==> src/design/mmio_defines.svh <==
/*
 * Build constants of the MMIO AFU
 * Data and address widths, request FIFO depth, CSR count and AFU identifier
 */
`ifndef MMIO_DEFINES_SVH
`define MMIO_DEFINES_SVH

// One MMIO data word is 64 bits wide
`define MMIO_DATA_W 64

// Byte address width seen on the AXI-Lite port
`define MMIO_ADDR_W 16

// Number of requests the FIFO can hold between bridge and CSR block
`define MMIO_FIFO_DEPTH 4

// Number of 64-bit registers in the CSR map
`define MMIO_CSR_COUNT 8

// Constant that software reads back from register 0
`define MMIO_AFU_ID 64'h4d4d_494f_4146_5501

`endif
==> src/design/avmm_pkg.sv <==
/*
 * Avalon-MM package
 * Request struct carried through the FIFO and the CSR index map
 */
`default_nettype none
`include "mmio_defines.svh"

package avmm_pkg;

    // Low address bits that select a byte inside one data word
    localparam int AVMM_BYTE_SHIFT = $clog2(`MMIO_DATA_W / 8);
    localparam int AVMM_ADDR_W     = `MMIO_ADDR_W - AVMM_BYTE_SHIFT;
    localparam int AVMM_BE_W       = `MMIO_DATA_W / 8;

    // One read or write request in word addressing
    typedef struct packed {
        logic                    is_write;
        logic [AVMM_ADDR_W-1:0]  addr;
        logic [`MMIO_DATA_W-1:0] writedata;
        logic [AVMM_BE_W-1:0]    byteenable;
    } avmm_req_t;

    // Register map, scratch registers fill the rest of the CSR space
    typedef enum logic [$clog2(`MMIO_CSR_COUNT)-1:0] {
        CSR_AFU_ID   = 'd0,
        CSR_WR_COUNT = 'd1,
        CSR_SCRATCH  = 'd2
    } csr_index_e;

endpackage

`default_nettype wire

==> src/design/axi_lite_pkg.sv <==
/*
 * AXI-Lite package
 * Response codes and the byte address type of the MMIO port
 */
`default_nettype none
`include "mmio_defines.svh"

package axi_lite_pkg;

    // Response codes as they appear on BRESP and RRESP
    // Only OKAY is ever produced by this AFU
    typedef enum logic [1:0] {
        OKAY   = 2'b00,
        EXOKAY = 2'b01,
        SLVERR = 2'b10,
        DECERR = 2'b11
    } axi_resp_e;

    // Byte address as the host presents it
    typedef logic [`MMIO_ADDR_W-1:0] axi_addr_t;

endpackage

`default_nettype wire

==> src/design/avmm_req_if.sv <==
/*
 * Avalon request channel with source and sink modports
 */
`timescale 1ns/1ps
`default_nettype none

interface avmm_req_if #(
    parameter type T = avmm_pkg::avmm_req_t
) ();

    // Request strobe, high while req holds a request to hand over
    logic valid;

    // Request payload, stable while valid waits on waitrequest
    T req;

    // Sink stall, a request moves only while this is low
    logic waitrequest;

    // The side that issues requests
    modport source (
        output valid,
        output req,
        input  waitrequest
    );

    // The side that takes requests
    modport sink (
        input  valid,
        input  req,
        output waitrequest
    );

endinterface

`default_nettype wire

==> src/design/mmio_afu_top.sv <==
/*
 * Top level of the MMIO AFU
 * AXI-Lite bridge, request FIFO and CSR block
 */
`timescale 1ns/1ps
`default_nettype none
`include "mmio_defines.svh"

module mmio_afu_top (
    input  wire logic                      clk,
    input  wire logic                      arst_n,
    input  wire logic                      awvalid,
    output logic                           awready,
    input  wire axi_lite_pkg::axi_addr_t   awaddr,
    input  wire logic                      wvalid,
    output logic                           wready,
    input  wire logic [`MMIO_DATA_W-1:0]   wdata,
    input  wire logic [`MMIO_DATA_W/8-1:0] wstrb,
    output logic                           bvalid,
    input  wire logic                      bready,
    output axi_lite_pkg::axi_resp_e        bresp,
    input  wire logic                      arvalid,
    output logic                           arready,
    input  wire axi_lite_pkg::axi_addr_t   araddr,
    output logic                           rvalid,
    input  wire logic                      rready,
    output logic [`MMIO_DATA_W-1:0]        rdata,
    output axi_lite_pkg::axi_resp_e        rresp
);

    // Bridge to FIFO and FIFO to CSR request links
    avmm_req_if fifo_in ();
    avmm_req_if fifo_out ();

    // Read return path from the CSR block back to the bridge
    logic                    csr_rdvalid;
    logic [`MMIO_DATA_W-1:0] csr_rdata;

    axi_lite_to_avmm u_bridge (
        .clk           (clk),
        .arst_n        (arst_n),
        .awvalid       (awvalid),
        .awready       (awready),
        .awaddr        (awaddr),
        .wvalid        (wvalid),
        .wready        (wready),
        .wdata         (wdata),
        .wstrb         (wstrb),
        .bvalid        (bvalid),
        .bready        (bready),
        .bresp         (bresp),
        .arvalid       (arvalid),
        .arready       (arready),
        .araddr        (araddr),
        .rvalid        (rvalid),
        .rready        (rready),
        .rdata         (rdata),
        .rresp         (rresp),
        .req           (fifo_in.source),
        .readdatavalid (csr_rdvalid),
        .readdata      (csr_rdata)
    );

    avmm_req_fifo #(
        .T     (avmm_pkg::avmm_req_t),
        .DEPTH (`MMIO_FIFO_DEPTH)
    ) u_fifo (
        .clk    (clk),
        .arst_n (arst_n),
        .enq    (fifo_in.sink),
        .deq    (fifo_out.source)
    );

    mmio_csr_afu u_csr (
        .clk           (clk),
        .arst_n        (arst_n),
        .req           (fifo_out.sink),
        .readdatavalid (csr_rdvalid),
        .readdata      (csr_rdata)
    );

endmodule

`default_nettype wire

==> src/design/mmio_csr_afu.sv <==
/*
 * CSR block of the AFU
 * Identifier, write counter and byte-enabled scratch registers
 */
`timescale 1ns/1ps
`default_nettype none
`include "mmio_defines.svh"

module mmio_csr_afu (
    input  wire logic               clk,
    input  wire logic               arst_n,
    avmm_req_if.sink                req,
    output logic                    readdatavalid,
    output logic [`MMIO_DATA_W-1:0] readdata
);
    import avmm_pkg::*;

    localparam int IDX_W = $clog2(`MMIO_CSR_COUNT);
    localparam int SCR_N = `MMIO_CSR_COUNT - int'(CSR_SCRATCH);

    logic [`MMIO_DATA_W-1:0] scratch [SCR_N];
    logic [`MMIO_DATA_W-1:0] wr_count;
    logic [`MMIO_DATA_W-1:0] rd_value;
    csr_index_e              csr_sel;
    logic [IDX_W-1:0]        scr_idx;
    logic                    in_range;
    logic                    is_scratch;
    logic                    wr_take;
    logic                    rd_take;

    // Register accesses complete in one cycle so this block never stalls
    assign req.waitrequest = 1'b0;

    assign wr_take = req.valid && req.req.is_write;
    assign rd_take = req.valid && !req.req.is_write;

    // ========================================================
    // Address decode
    // ========================================================

    assign in_range   = (req.req.addr < AVMM_ADDR_W'(`MMIO_CSR_COUNT));
    assign csr_sel    = csr_index_e'(req.req.addr[IDX_W-1:0]);
    assign is_scratch = in_range && (csr_sel >= CSR_SCRATCH);
    assign scr_idx    = req.req.addr[IDX_W-1:0] - IDX_W'(CSR_SCRATCH);

    // Anything past the register map reads as zero
    always_comb begin
        rd_value = '0;
        if (in_range) begin
            case (csr_sel)
                CSR_AFU_ID:   rd_value = `MMIO_AFU_ID;
                CSR_WR_COUNT: rd_value = wr_count;
                default:      rd_value = scratch[scr_idx];
            endcase
        end
    end

    // ========================================================
    // Register state
    // ========================================================

    // Every accepted write bumps the counter, even one that hits a read-only
    // or unmapped address and so changes nothing else
    always_ff @(posedge clk or negedge arst_n) begin
        if (!arst_n) begin
            readdatavalid <= 1'b0;
            wr_count      <= '0;
            for (int i = 0; i < SCR_N; i++) begin
                scratch[i] <= '0;
            end
        end else begin
            readdatavalid <= rd_take;
            if (wr_take) begin
                wr_count <= wr_count + 1'b1;
            end
            if (wr_take && is_scratch) begin
                // Merge only the byte lanes the host enabled
                for (int b = 0; b < AVMM_BE_W; b++) begin
                    if (req.req.byteenable[b]) begin
                        scratch[scr_idx][8*b +: 8] <= req.req.writedata[8*b +: 8];
                    end
                end
            end
        end
    end

    always_ff @(posedge clk) begin
        if (rd_take) begin
            readdata <= rd_value;
        end
    end

    // Only one read is ever in flight, so return beats never come back to back
    a_one_beat_per_read: assert property (
        @(posedge clk) disable iff (!arst_n)
        readdatavalid |=> !readdatavalid
    );

endmodule

`default_nettype wire

==> src/design/avmm_req_fifo.sv <==
/*
 * Request FIFO for any payload type
 * Stalls the producer with waitrequest while full
 */
`timescale 1ns/1ps
`default_nettype none
`include "mmio_defines.svh"

module avmm_req_fifo #(
    parameter type T     = avmm_pkg::avmm_req_t,
    parameter int  DEPTH = `MMIO_FIFO_DEPTH
) (
    input  wire logic  clk,
    input  wire logic  arst_n,
    avmm_req_if.sink   enq,
    avmm_req_if.source deq
);
    localparam int PTR_W = (DEPTH > 1) ? $clog2(DEPTH) : 1;
    localparam int CNT_W = $clog2(DEPTH + 1);

    T                 mem [DEPTH];
    logic [PTR_W-1:0] wr_ptr;
    logic [PTR_W-1:0] rd_ptr;
    logic [CNT_W-1:0] count;
    logic             push;
    logic             pop;

    // Pointers wrap at DEPTH so the depth need not be a power of two
    function automatic logic [PTR_W-1:0] ptr_inc(input logic [PTR_W-1:0] p);
        ptr_inc = (p == PTR_W'(DEPTH - 1)) ? '0 : p + 1'b1;
    endfunction

    assign enq.waitrequest = (count == CNT_W'(DEPTH));
    assign push            = enq.valid && !enq.waitrequest;

    // Head entry is offered whenever anything is stored
    assign deq.valid = (count != '0);
    assign deq.req   = mem[rd_ptr];
    assign pop       = deq.valid && !deq.waitrequest;

    always_ff @(posedge clk or negedge arst_n) begin
        if (!arst_n) begin
            wr_ptr <= '0;
            rd_ptr <= '0;
            count  <= '0;
        end else begin
            if (push) begin
                wr_ptr <= ptr_inc(wr_ptr);
            end
            if (pop) begin
                rd_ptr <= ptr_inc(rd_ptr);
            end
            case ({push, pop})
                2'b10:   count <= count + 1'b1;
                2'b01:   count <= count - 1'b1;
                default: count <= count;
            endcase
        end
    end

    always_ff @(posedge clk) begin
        if (push) begin
            mem[wr_ptr] <= enq.req;
        end
    end

    a_count_bound: assert property (
        @(posedge clk) disable iff (!arst_n) count <= CNT_W'(DEPTH)
    );

    // Stored entries run from the read pointer up to the write pointer, so a push
    // never lands on an entry that has not been read yet
    a_no_overflow: assert property (
        @(posedge clk) disable iff (!arst_n)
        int'(wr_ptr) == (int'(rd_ptr) + int'(count)) % DEPTH
    );

endmodule

`default_nettype wire

==> src/design/axi_lite_to_avmm.sv <==
/*
 * AXI-Lite to Avalon-MM bridge
 * Queues requests toward the FIFO and answers B locally and R from readdata
 */
`timescale 1ns/1ps
`default_nettype none
`include "mmio_defines.svh"

module axi_lite_to_avmm (
    input  wire logic                      clk,
    input  wire logic                      arst_n,
    input  wire logic                      awvalid,
    output logic                           awready,
    input  wire axi_lite_pkg::axi_addr_t   awaddr,
    input  wire logic                      wvalid,
    output logic                           wready,
    input  wire logic [`MMIO_DATA_W-1:0]   wdata,
    input  wire logic [`MMIO_DATA_W/8-1:0] wstrb,
    output logic                           bvalid,
    input  wire logic                      bready,
    output axi_lite_pkg::axi_resp_e        bresp,
    input  wire logic                      arvalid,
    output logic                           arready,
    input  wire axi_lite_pkg::axi_addr_t   araddr,
    output logic                           rvalid,
    input  wire logic                      rready,
    output logic [`MMIO_DATA_W-1:0]        rdata,
    output axi_lite_pkg::axi_resp_e        rresp,
    avmm_req_if.source                     req,
    input  wire logic                      readdatavalid,
    input  wire logic [`MMIO_DATA_W-1:0]   readdata
);
    import axi_lite_pkg::*;
    import avmm_pkg::*;

    logic      wr_want;
    logic      rd_want;
    logic      wr_take;
    logic      rd_take;
    logic      rd_outstanding;
    avmm_req_t req_next;

    // ========================================================
    // Request side
    // ========================================================

    // A write needs its address and data beats together and no B beat waiting
    assign wr_want = awvalid && wvalid && !bvalid;
    // Only one read may be in flight at a time
    assign rd_want = arvalid && !rd_outstanding;

    // Writes win when both channels want the single FIFO port
    assign wr_take = wr_want && !req.waitrequest;
    assign rd_take = rd_want && !wr_want && !req.waitrequest;

    assign awready = wr_take;
    assign wready  = wr_take;
    assign arready = rd_take;

    // Byte address becomes a word address by dropping the lane bits
    always_comb begin
        req_next.is_write = wr_want;
        if (wr_want) begin
            req_next.addr       = awaddr[`MMIO_ADDR_W-1:AVMM_BYTE_SHIFT];
            req_next.byteenable = wstrb;
        end else begin
            req_next.addr       = araddr[`MMIO_ADDR_W-1:AVMM_BYTE_SHIFT];
            req_next.byteenable = '1;
        end
        req_next.writedata = wdata;
    end

    assign req.valid = wr_want || rd_want;
    assign req.req   = req_next;

    // ========================================================
    // Response side
    // ========================================================

    assign bresp = OKAY;
    assign rresp = OKAY;

    // The write is answered as soon as the FIFO has taken it
    // The read stays outstanding until its R beat has been handed over
    always_ff @(posedge clk or negedge arst_n) begin
        if (!arst_n) begin
            bvalid         <= 1'b0;
            rvalid         <= 1'b0;
            rd_outstanding <= 1'b0;
        end else begin
            if (wr_take) begin
                bvalid <= 1'b1;
            end else if (bready) begin
                bvalid <= 1'b0;
            end
            if (readdatavalid) begin
                rvalid <= 1'b1;
            end else if (rready) begin
                rvalid <= 1'b0;
            end
            if (rd_take) begin
                rd_outstanding <= 1'b1;
            end else if (rvalid && rready) begin
                rd_outstanding <= 1'b0;
            end
        end
    end

    // Read data is captured once and held for the R channel
    always_ff @(posedge clk) begin
        if (readdatavalid) begin
            rdata <= readdata;
        end
    end

    // The CSR block returns data only for a read this bridge issued and
    // never while the previous R beat is still waiting on the host
    a_rdv_needs_read: assert property (
        @(posedge clk) disable iff (!arst_n)
        readdatavalid |-> rd_outstanding && !rvalid
    );

endmodule

`default_nettype wire

==> config.mk <==
export PLATFORM = sky130hd
export DESIGN_NAME = mmio_afu_top
export DESIGN_NICKNAME = d
export VERILOG_FILES = /design/src/design/avmm_pkg.sv /design/src/design/axi_lite_pkg.sv /design/src/design/avmm_req_if.sv /design/src/design/mmio_afu_top.sv /design/src/design/mmio_csr_afu.sv /design/src/design/avmm_req_fifo.sv /design/src/design/axi_lite_to_avmm.sv
export VERILOG_INCLUDE_DIRS = /design/src /design/src/design
export SDC_FILE = /design/constraint.sdc
export NUM_CORES = 1
export LEC_CHECK = 0
export CORE_AREA = 2 2 287 289
export DETAILED_ROUTE_END_ITERATION = 12
export DIE_AREA = 0 0 289 291
export DONT_BUFFER_PORTS = 1
export PLACE_DENSITY = 0.65
export SLEW_MARGIN = 40
export SYNTH_ARGS = -nofsm -noshare
export SYNTH_HDL_FRONTEND = slang
export SYNTH_SLANG_ARGS = --single-unit
==> constraint.sdc <==
create_clock -name clk -period 4.3 [get_ports clk]
set_clock_uncertainty 0.1 [all_clocks]
set_input_delay 0.645 -clock clk [delete_from_list [all_inputs] [get_ports clk]]
set_output_delay 0.645 -clock clk [all_outputs]
set_load 0.05 [all_outputs]
==> summary.md <==
| Metric | Value |
|---|---|
| GRT Overall Usage | 21.1% |
| Routed len/inst | 23.6 um |
| IR drop worst, VDD | 0.430 mV |
| H-tree depth | 3 |
| Critical Path AT | 3.78 ns |
| Post-CTS setup buffers | 0 |
| Ys flop type | edfxtp_1 |
| Status | finished, violations left |
| # port buffers | 0 |
| Share of flip-flops with an asynchronous set or reset | 49.3% |
| GRT Residual Overflow | 0 |
| Synth area leaders | edfxtp_1, dfrtp_1, mux2_2 |
| Gpl congestion | 0.820 |
| Pin count of the biggest net entering global routing | 460 |
| Tcrit/Tclk final | 78.3% |
| CTS tree | built |
| Crit path launch type | register |
| Max-Cap Viols | 0 |
| Resize count post-CTS | 0 |
| Placed insts | 3458 |
| Worst Path Required | 4.72 ns |
| PwrDens | 755 nW/um^2 |
| RSZ-0062 raised after global routing | false |
| Initial core utilization | 47.7% |
| Yosys cell types | 43 |
| Most frequent cells in the layout | edfxtp_1, dfrtp_1, mux2_2, mux2i_1, clkbuf_16 |
| IO Count | 184 |
| Clock Path Buffers | 3 |
| Kind of critical path | register to register |
| Number of synthesized flops with an enable pin | 472 |
| Syn-to-layout area delta | 14.0% |
| DP Wirelength | 56.2 mm |
| Antenna cells | 0 |
| Clk sinks | 931 |
| Gate Count Post-Synth | 2441 |
| Worst skew pair latency | 0.65 ns |
| Post-Layout Cell Count | 3702 |
| Fin nets | 2674 |
| Hold Slack | -0.378 ns |
| Core ar. | 81200 sq um |
| Initial drt markers | 1642 |
| Crit end category | register |
| Initial antenna violation count | 2 |
| Fin util | 54.3% |
| Height of the die | 291 um |
| Post-Syn Area | 38700 sq um |
| Transition time of the tightest slew-check pin | 0.817 ns |
| Layout cells sized above 1 | 27.7% |
| Final Hold Fails | 459 |
| Via count | 21300 |
| Sequential element share of the synthesized area | 66.3% |
| Yosys reg bits | 931 |
| Clock Pin Slew Worst Setup and Hold Paths | 0.06 ns |
| Die Wd | 289 um |
| Router iterations before antenna repair | 5 |
| Hold WC Path Type | primary input to asynchronous set/reset pin |
| Post-route DRC violation count | 0 |
| Synth Area per Inst | 15.8 sq um |
| Max-slew headroom | 45.4% |
| Most common cell after layout, fill and taps aside | edfxtp_1 |
| First-pass GRT wire length | 135 mm |
| Num rows | 105 |
| Finish-stage setup viols | 0 |
| Final ANT Viol Nets | 0 |
| Crit path time final | 3.37 ns |
| Maximum clock rate | 297 MHz |
| Hold Buf Count CTS | 65 |
| Largest fanout on the critical path | 32 |
| Vias in the first global route | 22700 |
| DRT Wirelength | 87.2 mm |
| Root buffer cell | clkbuf_16 |
| Slew Viols, Final | 0 |
| LEAKAGE | 17.9 nW |
| DR vias/cell | 5.76 |
| Die area | 84100 sq um |
| Num CTS Buffers | 96 |
| Violated checks | negative hold slack |
| Yosys warns | 0 |
| Setup_tns | 0 ns |
| Synth top area share | 36.6% |
| Largest area contributor in the netlist | edfxtp_1 |
-- cells in the mapped netlist (3+ instances only) --
cell	instances
a21oi_1	39
nand3_1	57
nor2b_1	8
dfrtp_1	459
edfxtp_1	472
buf_2	39
clkbuf_1	57
mux2i_1	192
a21o_1	3
nand2_1	79
nand4_1	27
and4_1	6
inv_1	24
nor3_4	30
and2_1	14
o22ai_1	91
nor2_1	82
xnor2_1	32
buf_1	12
and3_1	17
nor3_1	59
xor2_1	34
o21ai_0	67
or2_2	3
ha_1	11
mux2_2	384
mux4_2	76
nor4_1	25
buf_4	9
nand2b_1	11
nand4_2	8
-- sequential cells by signal, summed over array words and instances (netlist names) --
register	cells
u_fifo.mem	344
u_fifo.count	3
u_bridge.rd_outstanding	1
u_csr.readdata	64
u_fifo.rd_ptr	2
u_fifo.wr_ptr	2
u_csr.readdatavalid	1
u_bridge.rvalid	1
u_csr.scratch	384
u_bridge.rdata	64
u_bridge.bvalid	1
u_csr.wr_count	64
-- final cells by class --
cell class              instances  area [sq um]
well taps                    1070          1340
repair buffers                126          1300
multi-input cells            1372         12500
fillers                      6430         37100
flip-flops and latches        931         25700
inverters                      24          90.1
clock buffers                 128          2690
clock inverters                51           497
-- worst paths after layout --
| check | from | to | slack (ns) | cells past startpoint |
|---|---|---|---|---|
| max in group asynchronous | arst_n | u_csr.scratch[285]$_DFFE_PN0P_ | 3.88 | 0 |
| min in group clk | rready | u_bridge.rvalid$_DFFE_PN0P_ | 0.06 | 2 |
| worst min register to register | u_csr.readdata[4]$_SDFFCE_PP0P_ | u_bridge.rdata[4]$_DFFE_PP_ | 0.32 | 0 |
| worst min-delay path | arst_n | u_csr.scratch[59]$_DFFE_PN0P_ | -0.38 | 0 |
| worst max-delay path | u_fifo.rd_ptr[0]$_DFFE_PN0P_ | u_csr.scratch[204]$_DFFE_PN0P_ | 0.93 | 6 |
| worst max register to register | u_fifo.rd_ptr[0]$_DFFE_PN0P_ | u_csr.scratch[204]$_DFFE_PN0P_ | 0.93 | 6 |
-- cell families after synthesis --
logic type      Yosys count  share of synthesized area (%)
xor+xnor                 66                           1.49
buf+inv                 141                           1.58
simple gates            434                           6.59
mux                     652                           20.6
flops                   931                           66.3
other cells               1                        0.00969
fa+ha+maj                12                          0.407
compound gates          204                           3.02
-- layer usage --
metal  wire [um]  GRT usage, %
met1       37000          28.1
met2       44400          35.7
met3        4100          3.44
met4        1730          5.95
met5           0             0
-- power breakdown --
part,internal [mW],total [mW],switching (mW)
clock network,4.93,8.31,3.38
registers,12.3,14.5,2.18
logic,3.96,10.5,6.51
-- per-stage QoR --
stage	total power [mW]	worst slack [ns]	hold slack, ns	instance area [sq um]
after floorplan	21.5	0.428	0.249	38700
after global placement	24.7	0.943	0.301	40200
after detailed placement	25.2	0.918	0.301	40200
after CTS	33.6	0.882	-0.388	44100
after global routing	34.9	0.714	-0.412	44100
final	33.3	0.933	-0.378	44100
-- critical path: stages, from the launching register on --
cell,delay [ns]
dfrtp_4,0.46
buf_4,0.30
nor4b_1,0.63
a311oi_4,0.19
buf_6,0.31
nor3_2,0.75
mux2_2,0.43
Note: power is estimated with default switching activity, not from simulation.
